===== src/common/vfu_pkg.sv =====
// Vector functional unit definitions
package vfu_pkg;

  //////////////////////////////////////////////////
  // Geometry
  //////////////////////////////////////////////////

  // Datapath word
  localparam int unsigned WordWidth = 64;
  localparam int unsigned WordBytes = WordWidth / 8;

  // Register file layout
  localparam int unsigned NrVregs        = 32;
  localparam int unsigned NrWordsPerVreg = 4;

  // Result buffering and lane pipeline
  localparam int unsigned QueueDepth = 4;
  localparam int unsigned IpuLatency = 2;

  //////////////////////////////////////////////////
  // Types
  //////////////////////////////////////////////////

  typedef logic [WordWidth-1:0] vword_t;
  typedef logic [WordBytes-1:0] vbe_t;

  // Register number times words per register plus word index
  typedef logic [$clog2(NrVregs*NrWordsPerVreg)-1:0] vreg_addr_t;
  typedef logic [$clog2(NrVregs)-1:0]                vreg_t;

  // Element count, up to one register of bytes
  typedef logic [$clog2(NrWordsPerVreg*WordBytes+1)-1:0] vlen_t;

  typedef logic [2:0]  vfu_id_t;
  typedef logic [31:0] rs_t;

  // Queue occupancy, 0 up to QueueDepth
  typedef logic [$clog2(QueueDepth+1)-1:0] qcnt_t;

  // Element width
  typedef enum logic [1:0] {
    EW_8  = 2'd0,
    EW_16 = 2'd1,
    EW_32 = 2'd2
  } vew_e;

  // Integer operations
  typedef enum logic [3:0] {
    VADD,
    VSUB,
    VAND,
    VOR,
    VXOR,
    VMIN,
    VMAX,
    VMINU,
    VMAXU
  } vfu_op_e;

  // Issue FSM
  typedef enum logic {
    Idle,
    Running
  } issue_state_e;

endpackage : vfu_pkg


===== src/rtl/vfu_ipu.sv =====
// SIMD integer lanes
`timescale 1ns/1ps

module vfu_ipu import vfu_pkg::*; (
  input  logic       clk_i,
  input  logic       rst_i,
  // Issued word
  input  logic       valid_i,
  input  vfu_op_e    op_i,
  input  vew_e       vsew_i,
  input  vword_t     a_i,
  input  vword_t     b_i,
  input  vreg_addr_t waddr_i,
  input  vfu_id_t    id_i,
  input  logic       last_i,
  input  logic       empty_i,
  // Result word
  output logic       valid_o,
  output vword_t     result_o,
  output vreg_addr_t waddr_o,
  output vfu_id_t    id_o,
  output logic       last_o,
  output logic       empty_o
);

  // Stage one
  logic       s1_valid_q;
  vfu_op_e    s1_op_q;
  vew_e       s1_vsew_q;
  vword_t     s1_a_q;
  vword_t     s1_b_q;
  vreg_addr_t s1_waddr_q;
  vfu_id_t    s1_id_q;
  logic       s1_last_q;
  logic       s1_empty_q;

  // Byte-sliced adder and per-byte compare flags
  vword_t arith;
  vbe_t   ltu;
  vbe_t   lts;
  vword_t alu_result;
  logic   [2:0] emask;

  assign emask = 3'((4'd1 << s1_vsew_q) - 4'd1);

  // Carry chain is cut at each element boundary
  always_comb begin : adder_proc
    logic [8:0] sum;
    logic       carry;
    logic       sub;
    sub   = s1_op_q inside {VSUB, VMIN, VMAX, VMINU, VMAXU};
    carry = 1'b0;
    for (int i = 0; i < WordBytes; i++) begin
      if ((3'(i) & emask) == 3'd0) begin
        carry = sub;
      end
      sum = {1'b0, s1_a_q[8*i +: 8]} + {1'b0, s1_b_q[8*i +: 8] ^ {8{sub}}} + 9'(carry);
      arith[8*i +: 8] = sum[7:0];
      carry           = sum[8];
      // Only meaningful at the top byte of an element
      ltu[i] = !carry;
      lts[i] = (s1_a_q[8*i+7] ^ s1_b_q[8*i+7]) ? s1_a_q[8*i+7] : !carry;
    end
  end

  always_comb begin : select_proc
    logic [2:0] top;
    logic       lt;
    for (int i = 0; i < WordBytes; i++) begin
      top = 3'(i) | emask;
      lt  = (s1_op_q inside {VMIN, VMAX}) ? lts[top] : ltu[top];
      unique case (s1_op_q)
        VADD, VSUB:   alu_result[8*i +: 8] = arith[8*i +: 8];
        VAND:         alu_result[8*i +: 8] = s1_a_q[8*i +: 8] & s1_b_q[8*i +: 8];
        VOR:          alu_result[8*i +: 8] = s1_a_q[8*i +: 8] | s1_b_q[8*i +: 8];
        VXOR:         alu_result[8*i +: 8] = s1_a_q[8*i +: 8] ^ s1_b_q[8*i +: 8];
        VMIN, VMINU:  alu_result[8*i +: 8] = lt ? s1_a_q[8*i +: 8] : s1_b_q[8*i +: 8];
        VMAX, VMAXU:  alu_result[8*i +: 8] = lt ? s1_b_q[8*i +: 8] : s1_a_q[8*i +: 8];
        default:      alu_result[8*i +: 8] = '0;
      endcase
    end
  end

  // Pipeline valids
  always_ff @(posedge clk_i) begin
    if (rst_i) begin
      s1_valid_q <= 1'b0;
      valid_o    <= 1'b0;
    end else begin
      s1_valid_q <= valid_i;
      valid_o    <= s1_valid_q;
    end
  end

  always_ff @(posedge clk_i) begin
    if (valid_i) begin
      s1_op_q    <= op_i;
      s1_vsew_q  <= vsew_i;
      s1_a_q     <= a_i;
      s1_b_q     <= b_i;
      s1_waddr_q <= waddr_i;
      s1_id_q    <= id_i;
      s1_last_q  <= last_i;
      s1_empty_q <= empty_i;
    end
    if (s1_valid_q) begin
      result_o <= alu_result;
      waddr_o  <= s1_waddr_q;
      id_o     <= s1_id_q;
      last_o   <= s1_last_q;
      empty_o  <= s1_empty_q;
    end
  end

endmodule : vfu_ipu


===== src/rtl/vfu_result_queue.sv =====
// Result word FIFO
`timescale 1ns/1ps

module vfu_result_queue import vfu_pkg::*; (
  input  logic       clk_i,
  input  logic       rst_i,
  // Write side, from the lanes
  input  logic       push_i,
  input  vword_t     data_i,
  input  vreg_addr_t waddr_i,
  input  vfu_id_t    id_i,
  input  logic       last_i,
  input  logic       empty_i,
  // Read side, to writeback
  input  logic       pop_i,
  output logic       valid_o,
  output vword_t     data_o,
  output vreg_addr_t waddr_o,
  output vfu_id_t    id_o,
  output logic       last_o,
  output logic       empty_o,
  output qcnt_t      free_o
);

  localparam int unsigned PtrWidth = $clog2(QueueDepth);

  vword_t     data_mem  [QueueDepth];
  vreg_addr_t waddr_mem [QueueDepth];
  vfu_id_t    id_mem    [QueueDepth];
  logic       last_mem  [QueueDepth];
  logic       empty_mem [QueueDepth];

  logic [PtrWidth-1:0] wr_ptr_q;
  logic [PtrWidth-1:0] rd_ptr_q;
  qcnt_t               cnt_q;

  assign valid_o = cnt_q != '0;
  assign free_o  = qcnt_t'(QueueDepth) - cnt_q;

  assign data_o  = data_mem[rd_ptr_q];
  assign waddr_o = waddr_mem[rd_ptr_q];
  assign id_o    = id_mem[rd_ptr_q];
  assign last_o  = last_mem[rd_ptr_q];
  assign empty_o = empty_mem[rd_ptr_q];

  // Pointers and occupancy
  always_ff @(posedge clk_i) begin
    if (rst_i) begin
      wr_ptr_q <= '0;
      rd_ptr_q <= '0;
      cnt_q    <= '0;
    end else begin
      if (push_i) begin
        wr_ptr_q <= wr_ptr_q + 1'b1;
      end
      if (pop_i) begin
        rd_ptr_q <= rd_ptr_q + 1'b1;
      end
      cnt_q <= cnt_q + qcnt_t'(push_i) - qcnt_t'(pop_i);
    end
  end

  always_ff @(posedge clk_i) begin
    if (push_i) begin
      data_mem[wr_ptr_q]  <= data_i;
      waddr_mem[wr_ptr_q] <= waddr_i;
      id_mem[wr_ptr_q]    <= id_i;
      last_mem[wr_ptr_q]  <= last_i;
      empty_mem[wr_ptr_q] <= empty_i;
    end
  end

endmodule : vfu_result_queue


===== src/rtl/vfu_writeback.sv =====
// VRF writeback and completion
`timescale 1ns/1ps

module vfu_writeback import vfu_pkg::*; (
  input  logic       clk_i,
  input  logic       rst_i,
  // Queue head
  input  logic       q_valid_i,
  input  vword_t     q_data_i,
  input  vreg_addr_t q_waddr_i,
  input  vfu_id_t    q_id_i,
  input  logic       q_last_i,
  input  logic       q_empty_i,
  output logic       q_pop_o,
  // VRF write
  output vreg_addr_t vrf_waddr_o,
  output vword_t     vrf_wdata_o,
  output logic       vrf_we_o,
  output vbe_t       vrf_wbe_o,
  input  logic       vrf_wvalid_i,
  // Response
  output logic       rsp_valid_o,
  output vfu_id_t    rsp_id_o,
  input  logic       rsp_ready_i,
  // Retire pulse to issue
  output logic       done_o
);

  logic    rsp_q;
  vfu_id_t rsp_id_q;

  // Head is presented until the VRF acknowledges it
  assign vrf_waddr_o = q_waddr_i;
  assign vrf_wdata_o = q_data_i;
  assign vrf_wbe_o   = '1;
  assign vrf_we_o    = q_valid_i && !q_empty_i && !rsp_q;

  // Words of a zero-length instruction leave without a write
  assign q_pop_o = q_valid_i && !rsp_q && (q_empty_i || vrf_wvalid_i);

  assign rsp_valid_o = rsp_q;
  assign rsp_id_o    = rsp_id_q;
  assign done_o      = rsp_q && rsp_ready_i;

  always_ff @(posedge clk_i) begin
    if (rst_i) begin
      rsp_q <= 1'b0;
    end else if (q_pop_o && q_last_i) begin
      rsp_q <= 1'b1;
    end else if (done_o) begin
      rsp_q <= 1'b0;
    end
  end

  always_ff @(posedge clk_i) begin
    if (q_pop_o && q_last_i) begin
      rsp_id_q <= q_id_i;
    end
  end

endmodule : vfu_writeback


===== src/rtl/vfu_issue/vfu_issue.sv =====
// Vector FU instruction issue
`timescale 1ns/1ps

module vfu_issue import vfu_pkg::*; (
  input  logic                 clk_i,
  input  logic                 rst_i,
  // Request
  input  logic                 req_valid_i,
  output logic                 req_ready_o,
  input  vfu_id_t              req_id_i,
  input  vfu_op_e              req_op_i,
  input  vew_e                 req_vsew_i,
  input  vlen_t                req_vl_i,
  input  vreg_t                req_vs1_i,
  input  vreg_t                req_vs2_i,
  input  vreg_t                req_vd_i,
  input  rs_t                  req_rs1_i,
  input  logic                 req_use_vs1_i,
  // VRF read, port 0 is vs2 and port 1 is vs1
  output vreg_addr_t [1:0]     vrf_raddr_o,
  output logic       [1:0]     vrf_re_o,
  input  vword_t     [1:0]     vrf_rdata_i,
  input  logic       [1:0]     vrf_rvalid_i,
  // Free result queue entries
  input  qcnt_t                q_free_i,
  // Lanes
  output logic                 issue_valid_o,
  output vfu_op_e              issue_op_o,
  output vew_e                 issue_vsew_o,
  output vword_t               operand_a_o,
  output vword_t               operand_b_o,
  output vreg_addr_t           issue_waddr_o,
  output vfu_id_t              issue_id_o,
  output logic                 issue_last_o,
  output logic                 issue_empty_o,
  // Instruction retired by writeback
  input  logic                 done_i
);

  issue_state_e state_q;
  // Instruction not yet retired
  logic         busy_q;

  // Latched instruction
  vfu_id_t id_q;
  vfu_op_e op_q;
  vew_e    vsew_q;
  vlen_t   vl_q;
  rs_t     rs1_q;
  logic    use_vs1_q;

  // Walking word addresses
  vreg_addr_t [1:0] raddr_q;
  vreg_addr_t       waddr_q;

  // Word bookkeeping
  vlen_t      elem_q;
  vlen_t      epw;
  logic [7:0] vl_bytes;
  logic [4:0] nr_words;
  logic [4:0] word_idx;
  logic       last_word;
  logic       empty_insn;

  // Words between issue and the queue write
  logic [IpuLatency-1:0] fire_pipe_q;
  qcnt_t                 inflight;

  logic   issue_ready;
  logic   operands_ready;
  logic   req_fire;
  logic   issue_fire;
  vword_t rs1_rep;

  //////////////////////////////////////////////////
  // Word count
  //////////////////////////////////////////////////

  assign epw        = vlen_t'(4'd8 >> vsew_q);
  assign vl_bytes   = 8'(vl_q) << vsew_q;
  assign nr_words   = 5'((vl_bytes + 8'd7) >> 3);
  assign word_idx   = 5'(elem_q >> (2'd3 - vsew_q));
  assign last_word  = (word_idx + 5'd1) >= nr_words;
  // vl of zero still sends one tagged word for the response
  assign empty_insn = nr_words == 5'd0;

  always_comb begin : inflight_proc
    inflight = '0;
    for (int i = 0; i < IpuLatency; i++) begin
      inflight = inflight + qcnt_t'(fire_pipe_q[i]);
    end
  end

  // Hold off once the queue could not take every word in the lanes
  assign issue_ready = q_free_i > inflight;

  // The VRF keeps rvalid high while the enable is held
  assign operands_ready = empty_insn ||
                          (vrf_rvalid_i[0] && (!use_vs1_q || vrf_rvalid_i[1]));

  assign req_ready_o = (state_q == Idle) && !busy_q;
  assign req_fire    = req_valid_i && req_ready_o;
  assign issue_fire  = (state_q == Running) && operands_ready && issue_ready;

  //////////////////////////////////////////////////
  // Operands
  //////////////////////////////////////////////////

  always_comb begin : rs1_rep_proc
    unique case (vsew_q)
      EW_8:    rs1_rep = {8{rs1_q[7:0]}};
      EW_16:   rs1_rep = {4{rs1_q[15:0]}};
      default: rs1_rep = {2{rs1_q}};
    endcase
  end

  assign vrf_raddr_o = raddr_q;
  assign vrf_re_o[0] = (state_q == Running) && !empty_insn;
  assign vrf_re_o[1] = (state_q == Running) && !empty_insn && use_vs1_q;

  assign issue_valid_o = issue_fire;
  assign issue_op_o    = op_q;
  assign issue_vsew_o  = vsew_q;
  assign operand_a_o   = vrf_rdata_i[0];
  assign operand_b_o   = use_vs1_q ? vrf_rdata_i[1] : rs1_rep;
  assign issue_waddr_o = waddr_q;
  assign issue_id_o    = id_q;
  assign issue_last_o  = last_word;
  assign issue_empty_o = empty_insn;

  //////////////////////////////////////////////////
  // Control
  //////////////////////////////////////////////////

  always_ff @(posedge clk_i) begin
    if (rst_i) begin
      state_q     <= Idle;
      busy_q      <= 1'b0;
      elem_q      <= '0;
      fire_pipe_q <= '0;
    end else begin
      fire_pipe_q <= {fire_pipe_q[IpuLatency-2:0], issue_fire};
      if (done_i) begin
        busy_q <= 1'b0;
      end
      unique case (state_q)
        Idle: begin
          if (req_fire) begin
            state_q <= Running;
            busy_q  <= 1'b1;
            elem_q  <= '0;
          end
        end
        Running: begin
          if (issue_fire) begin
            elem_q <= elem_q + epw;
            if (last_word) begin
              state_q <= Idle;
            end
          end
        end
      endcase
    end
  end

  // Instruction fields and addresses
  always_ff @(posedge clk_i) begin
    if (req_fire) begin
      id_q       <= req_id_i;
      op_q       <= req_op_i;
      vsew_q     <= req_vsew_i;
      vl_q       <= req_vl_i;
      rs1_q      <= req_rs1_i;
      use_vs1_q  <= req_use_vs1_i;
      raddr_q[0] <= vreg_addr_t'(req_vs2_i) << $clog2(NrWordsPerVreg);
      raddr_q[1] <= vreg_addr_t'(req_vs1_i) << $clog2(NrWordsPerVreg);
      waddr_q    <= vreg_addr_t'(req_vd_i) << $clog2(NrWordsPerVreg);
    end else if (issue_fire) begin
      raddr_q[0] <= raddr_q[0] + vreg_addr_t'(1);
      raddr_q[1] <= raddr_q[1] + vreg_addr_t'(1);
      waddr_q    <= waddr_q + vreg_addr_t'(1);
    end
  end

endmodule : vfu_issue


===== src/rtl/vfu_top.sv =====
// Integer vector functional unit
`timescale 1ns/1ps

module vfu_top import vfu_pkg::*; (
  input  logic             clk_i,
  input  logic             rst_i,
  // Request
  input  logic             req_valid_i,
  output logic             req_ready_o,
  input  vfu_id_t          req_id_i,
  input  vfu_op_e          req_op_i,
  input  vew_e             req_vsew_i,
  input  vlen_t            req_vl_i,
  input  vreg_t            req_vs1_i,
  input  vreg_t            req_vs2_i,
  input  vreg_t            req_vd_i,
  input  rs_t              req_rs1_i,
  input  logic             req_use_vs1_i,
  // VRF read
  output vreg_addr_t [1:0] vrf_raddr_o,
  output logic       [1:0] vrf_re_o,
  input  vword_t     [1:0] vrf_rdata_i,
  input  logic       [1:0] vrf_rvalid_i,
  // VRF write
  output vreg_addr_t       vrf_waddr_o,
  output vword_t           vrf_wdata_o,
  output logic             vrf_we_o,
  output vbe_t             vrf_wbe_o,
  input  logic             vrf_wvalid_i,
  // Response
  output logic             rsp_valid_o,
  output vfu_id_t          rsp_id_o,
  input  logic             rsp_ready_i
);

  // Issue to lanes
  logic       issue_valid;
  vfu_op_e    issue_op;
  vew_e       issue_vsew;
  vword_t     operand_a;
  vword_t     operand_b;
  vreg_addr_t issue_waddr;
  vfu_id_t    issue_id;
  logic       issue_last;
  logic       issue_empty;

  // Lanes to queue
  logic       ipu_valid;
  vword_t     ipu_result;
  vreg_addr_t ipu_waddr;
  vfu_id_t    ipu_id;
  logic       ipu_last;
  logic       ipu_empty;

  // Queue to writeback
  logic       q_valid;
  vword_t     q_data;
  vreg_addr_t q_waddr;
  vfu_id_t    q_id;
  logic       q_last;
  logic       q_empty;
  logic       q_pop;
  qcnt_t      q_free;

  logic done;

  vfu_issue i_issue (
    .clk_i         (clk_i        ),
    .rst_i         (rst_i        ),
    .req_valid_i   (req_valid_i  ),
    .req_ready_o   (req_ready_o  ),
    .req_id_i      (req_id_i     ),
    .req_op_i      (req_op_i     ),
    .req_vsew_i    (req_vsew_i   ),
    .req_vl_i      (req_vl_i     ),
    .req_vs1_i     (req_vs1_i    ),
    .req_vs2_i     (req_vs2_i    ),
    .req_vd_i      (req_vd_i     ),
    .req_rs1_i     (req_rs1_i    ),
    .req_use_vs1_i (req_use_vs1_i),
    .vrf_raddr_o   (vrf_raddr_o  ),
    .vrf_re_o      (vrf_re_o     ),
    .vrf_rdata_i   (vrf_rdata_i  ),
    .vrf_rvalid_i  (vrf_rvalid_i ),
    .q_free_i      (q_free       ),
    .issue_valid_o (issue_valid  ),
    .issue_op_o    (issue_op     ),
    .issue_vsew_o  (issue_vsew   ),
    .operand_a_o   (operand_a    ),
    .operand_b_o   (operand_b    ),
    .issue_waddr_o (issue_waddr  ),
    .issue_id_o    (issue_id     ),
    .issue_last_o  (issue_last   ),
    .issue_empty_o (issue_empty  ),
    .done_i        (done         )
  );

  vfu_ipu i_ipu (
    .clk_i    (clk_i      ),
    .rst_i    (rst_i      ),
    .valid_i  (issue_valid),
    .op_i     (issue_op   ),
    .vsew_i   (issue_vsew ),
    .a_i      (operand_a  ),
    .b_i      (operand_b  ),
    .waddr_i  (issue_waddr),
    .id_i     (issue_id   ),
    .last_i   (issue_last ),
    .empty_i  (issue_empty),
    .valid_o  (ipu_valid  ),
    .result_o (ipu_result ),
    .waddr_o  (ipu_waddr  ),
    .id_o     (ipu_id     ),
    .last_o   (ipu_last   ),
    .empty_o  (ipu_empty  )
  );

  vfu_result_queue i_result_queue (
    .clk_i   (clk_i     ),
    .rst_i   (rst_i     ),
    .push_i  (ipu_valid ),
    .data_i  (ipu_result),
    .waddr_i (ipu_waddr ),
    .id_i    (ipu_id    ),
    .last_i  (ipu_last  ),
    .empty_i (ipu_empty ),
    .pop_i   (q_pop     ),
    .valid_o (q_valid   ),
    .data_o  (q_data    ),
    .waddr_o (q_waddr   ),
    .id_o    (q_id      ),
    .last_o  (q_last    ),
    .empty_o (q_empty   ),
    .free_o  (q_free    )
  );

  vfu_writeback i_writeback (
    .clk_i        (clk_i       ),
    .rst_i        (rst_i       ),
    .q_valid_i    (q_valid     ),
    .q_data_i     (q_data      ),
    .q_waddr_i    (q_waddr     ),
    .q_id_i       (q_id        ),
    .q_last_i     (q_last      ),
    .q_empty_i    (q_empty     ),
    .q_pop_o      (q_pop       ),
    .vrf_waddr_o  (vrf_waddr_o ),
    .vrf_wdata_o  (vrf_wdata_o ),
    .vrf_we_o     (vrf_we_o    ),
    .vrf_wbe_o    (vrf_wbe_o   ),
    .vrf_wvalid_i (vrf_wvalid_i),
    .rsp_valid_o  (rsp_valid_o ),
    .rsp_id_o     (rsp_id_o    ),
    .rsp_ready_i  (rsp_ready_i ),
    .done_o       (done        )
  );

endmodule : vfu_top


===== config.mk =====
export PLATFORM = sky130hd
export DESIGN_NAME = vfu_top
export DESIGN_NICKNAME = d
export VERILOG_FILES = /design/src/common/vfu_pkg.sv /design/src/rtl/vfu_ipu.sv /design/src/rtl/vfu_result_queue.sv /design/src/rtl/vfu_writeback.sv /design/src/rtl/vfu_issue/vfu_issue.sv /design/src/rtl/vfu_top.sv
export SDC_FILE = /design/constraint.sdc
export NUM_CORES = 1
export LEC_CHECK = 0
export BUFFER_PORTS_ARGS = -buffer_cell sky130_fd_sc_hd__buf_2
export CAP_MARGIN = 15
export CORE_MARGIN = 2
export CORE_UTILIZATION = 60
export DETAILED_ROUTE_END_ITERATION = 12
export PLACE_DENSITY_LB_ADDON = 0.2
export SYNTH_ARGS = -nofsm -noshare
export SYNTH_HDL_FRONTEND = slang
export SYNTH_SLANG_ARGS = --single-unit

===== constraint.sdc =====
create_clock -name clk_i -period 17.3 [get_ports clk_i]
set_input_delay 3.46 -clock clk_i [delete_from_list [all_inputs] [get_ports clk_i]]
set_output_delay 3.46 -clock clk_i [all_outputs]
set_load 0.01 [all_outputs]

==> summary.txt <==
Clock Skew: 0.0274 ns
Cts hold-fix bufs: 0
Critical path's slowest cell: edfxtp_1
Mapped Cells: 2,140
Vias after detailed routing: 19,430
Placement Setup Slack: 0.659 ns
Tmin final: 16.29 ns
Routed wl met3: 5.77 mm
Yosys warnings: 0
Metal2 WL: 36.2 mm
Maximum VDD drop: 91.9 uV
Arrival time worst endpoint: 16.67 ns
DR top layer: met5
CTS HTree Levels: 2
CP endpoint kind: flop
Crit path top cell by count: fa_1
Largest stage delay, worst path: 0.48 ns
DRC viols: 0
Die height: 230 um
GRT Util Overall: 0.283
HPWL after DPL: 51.2 mm
Clk pin slew, worst setup/hold paths: 0.07 ns
Fin. Hold Viols: 0
Worst-Margin Slew: 1.29 ns
Seq/Total Area, Yosys: 0.595
Per-cell routed wire length: 23.6 um
Mapped cell area: 30,700 um2
Syn avg cell area: 14.4 um2
Status: finished clean
Leakage: 13.5 nW
Vias per cell: 6.13
Post-synthesis async set-or-reset flop share: 0
Routed WL: 74.8 mm
Routed Antenna Nets: 0
CTS buffer count: 61
Root buf cell: clkbuf_16
# nets final: 2,871
Gr ovfl total: 0
Std cell rows: 82
Hold path start: i_issue.issue_id_o[2]
Netlist cell types: 92
Worst r2r path cells: 57
Number of synthesized register bits: 618
Period utilisation layout: 0.942
Final total power: 4.26 mW
Relative slew slack: 0.138
First-pass GRT wire length: 114 mm
Worst-Skew Late Latency: 0.65 ns
RSZ-0062 raised after global routing: false
Hold/Removal Path Class: reg -> reg
Hold path endpoint: i_ipu.s1_id_q[2]
Final WS setup: 1.01 ns
Drt initial violations: 1,735
CP Launch Type: flop
Vias in the first global route: 19,320
Largest area contributor in the netlist: edfxtp_1
Post-Route M1 WL: 31.3 mm
TritonRoute pass-1 iters: 7
TritonCTS clock tree: yes
Die width: 230 um
Critical path class: reg -> reg
Max frequency: 61.4 MHz
Share of post-route cells with drive strength above 1: 0.230
I/O Pins: 299
Final setup TNS: 0 ns
R2R setup slack: 1.01 ns
Top FF cell, synth: edfxtp_1
Area grow syn2layout: 14.1%
CP startpoint: i_ipu.s1_op_q[1]
Max-slew violation count: 0
Worst Path Required: 17.68 ns
Reg2reg start: i_ipu.s1_op_q[1]
Final GP Congestion: 0.902
Clock Path Buffers: 3
Num Clock Sinks: 618
Top cell type's share of synthesized area: 0.578
PD cells: 121 nW/um2
MaxCap Viol Count: 0
Core area: 50,400 um2
Setup Viol. Count Final: 0
Hold depth: 0
Number of antenna violations at the first check in global routing: 4
Pin count of the biggest net entering global routing: 98
Final hold slack: 0.420 ns
FF-to-FF End: i_ipu.result_o[16]
Crit path max fanout: 8
Count of input and output buffers: 290
Post-synth EDFFs: 592
Count leader, synth: edfxtp_1
Final core utilization: 0.696
Die Area: 53,100 um2
Initial core utilization: 0.610
Post-synth top cells: edfxtp_1 (592), ha_1 (208), inv_1 (186)
Synth area leaders: edfxtp_1 (58%), ha_1 (8.5%), mux4_2 (5.7%)
[state kept, by name (all words and copies together) (netlist names), 3 cells and up, named ones only]
| signal | count |
|---|---|
| i_ipu.id_o | 3 |
| i_ipu.result_o | 64 |
| i_ipu.s1_a_q | 64 |
| i_ipu.s1_b_q | 64 |
| i_ipu.s1_id_q | 3 |
| i_ipu.s1_op_q | 4 |
| i_ipu.s1_waddr_q | 7 |
| i_ipu.waddr_o | 7 |
| i_issue.elem_q | 6 |
| i_issue.issue_id_o | 3 |
| i_issue.issue_op_o | 4 |
| i_issue.issue_waddr_o | 7 |
| i_issue.rs1_q | 32 |
| i_issue.vl_q | 6 |
| i_issue.vrf_raddr_o | 14 |
| i_result_queue.cnt_q | 3 |
| i_result_queue.data_mem | 256 |
| i_result_queue.empty_mem | 4 |
| i_result_queue.id_mem | 12 |
| i_result_queue.last_mem | 4 |
| i_result_queue.waddr_mem | 28 |
| i_writeback.rsp_id_o | 3 |
[worst max-delay path: cells and delay by family (launching register included)]
kind / cells / cell delay (ns)
and+or+nand+nor: 4 / 0.58
buffers and inverters: 1 / 0.18
adders and majority gates: 15 / 6.98
DFF: 1 / 0.48
muxes: 2 / 0.58
AOI/OAI and AO/OA: 35 / 7.21
[cell usage in the layout (no fill, tap or decap), types with 8 or more instances in the layout]
master / instances
edfxtp_1: 592
buf_2: 290
ha_1: 208
inv_1: 186
a21oi_1: 94
nand2_1: 92
xnor2_1: 92
nor2_1: 91
mux4_2: 78
o21ai_0: 70
clkbuf_16: 62
a221o_1: 59
xor2_1: 45
buf_4: 37
a21o_1: 34
a22oi_1: 31
nor2b_1: 26
mux2i_1: 25
o221ai_1: 25
a211oi_1: 24
dfxtp_1: 23
a222oi_1: 21
nand3_1: 19
a221oi_1: 18
fa_1: 17
o21bai_1: 13
nor3_1: 12
clkinv_1: 10
o211ai_1: 10
mux2i_2: 10
clkinv_2: 10
o21ai_1: 9
clkbuf_1: 9
o21a_1: 8
conb_1: 8
[worst max-delay path by stage]
stage / to / slack (ns) / cells past startpoint
CTS: i_ipu.result_o[7] / 0.55 / 56
finish: i_ipu.result_o[16] / 1.01 / 57
global placement: i_ipu.result_o[7] / 1.0 / 55
floorplan: i_ipu.result_o[23] / 2.56 / 57
detailed placement: i_ipu.result_o[7] / 0.66 / 56
global route: i_ipu.result_o[16] / 0.02 / 57
[layer usage]
| metal | global-route usage | vias up |
|---|---|---|
| met5 | 0 | - |
| met4 | 0.0714 | 6 |
| met3 | 0.0473 | 103 |
| met2 | 0.463 | 857 |
| met1 | 0.399 | 9670 |
| li1 | - | 8794 |
[power breakdown]
group | switching, mW | leakage [nW] | internal, mW
logic | 0.569 | 6.87 | 0.486
clock network | 0.571 | 0.982 | 0.762
registers | 0.112 | 5.61 | 1.76
[cell families after synthesis]
logic type | Yosys count | synth area share
DFF | 618 | 0.595
AOI/OAI and AO/OA | 473 | 0.115
and+or+nand+nor | 282 | 0.0422
buffers and inverters | 282 | 0.0388
adders and majority gates | 225 | 0.0957
xor gates and xnor gates | 138 | 0.0396
muxes | 121 | 0.0736
other | 1 | 0.000122
[stage by stage]
stage / area, um2 / instances
after floorplan: 30800 / 2147
after global placement: 32800 / 3040
after detailed placement: 32800 / 3040
after CTS: 34900 / 3152
after global routing: 35100 / 3170
final: 35100 / 3170
[layout make-up]
cell class | count | area, um2
multi-input combinational | 1247 | 11400
timing repair buffer | 331 | 1800
clock inverter | 37 | 403
fill | 3398 | 15300
sequential | 618 | 18300
clock buffer | 75 | 1630
antenna | 1 | 2.50
tap | 672 | 841
inverter | 189 | 714
[what timing repair did]
item                                    CTS  global route
setup buffers                             0            14
resized for setup                         0             9
endpoints found under the setup margin    0            64
(Power assumes the default switching activity.)
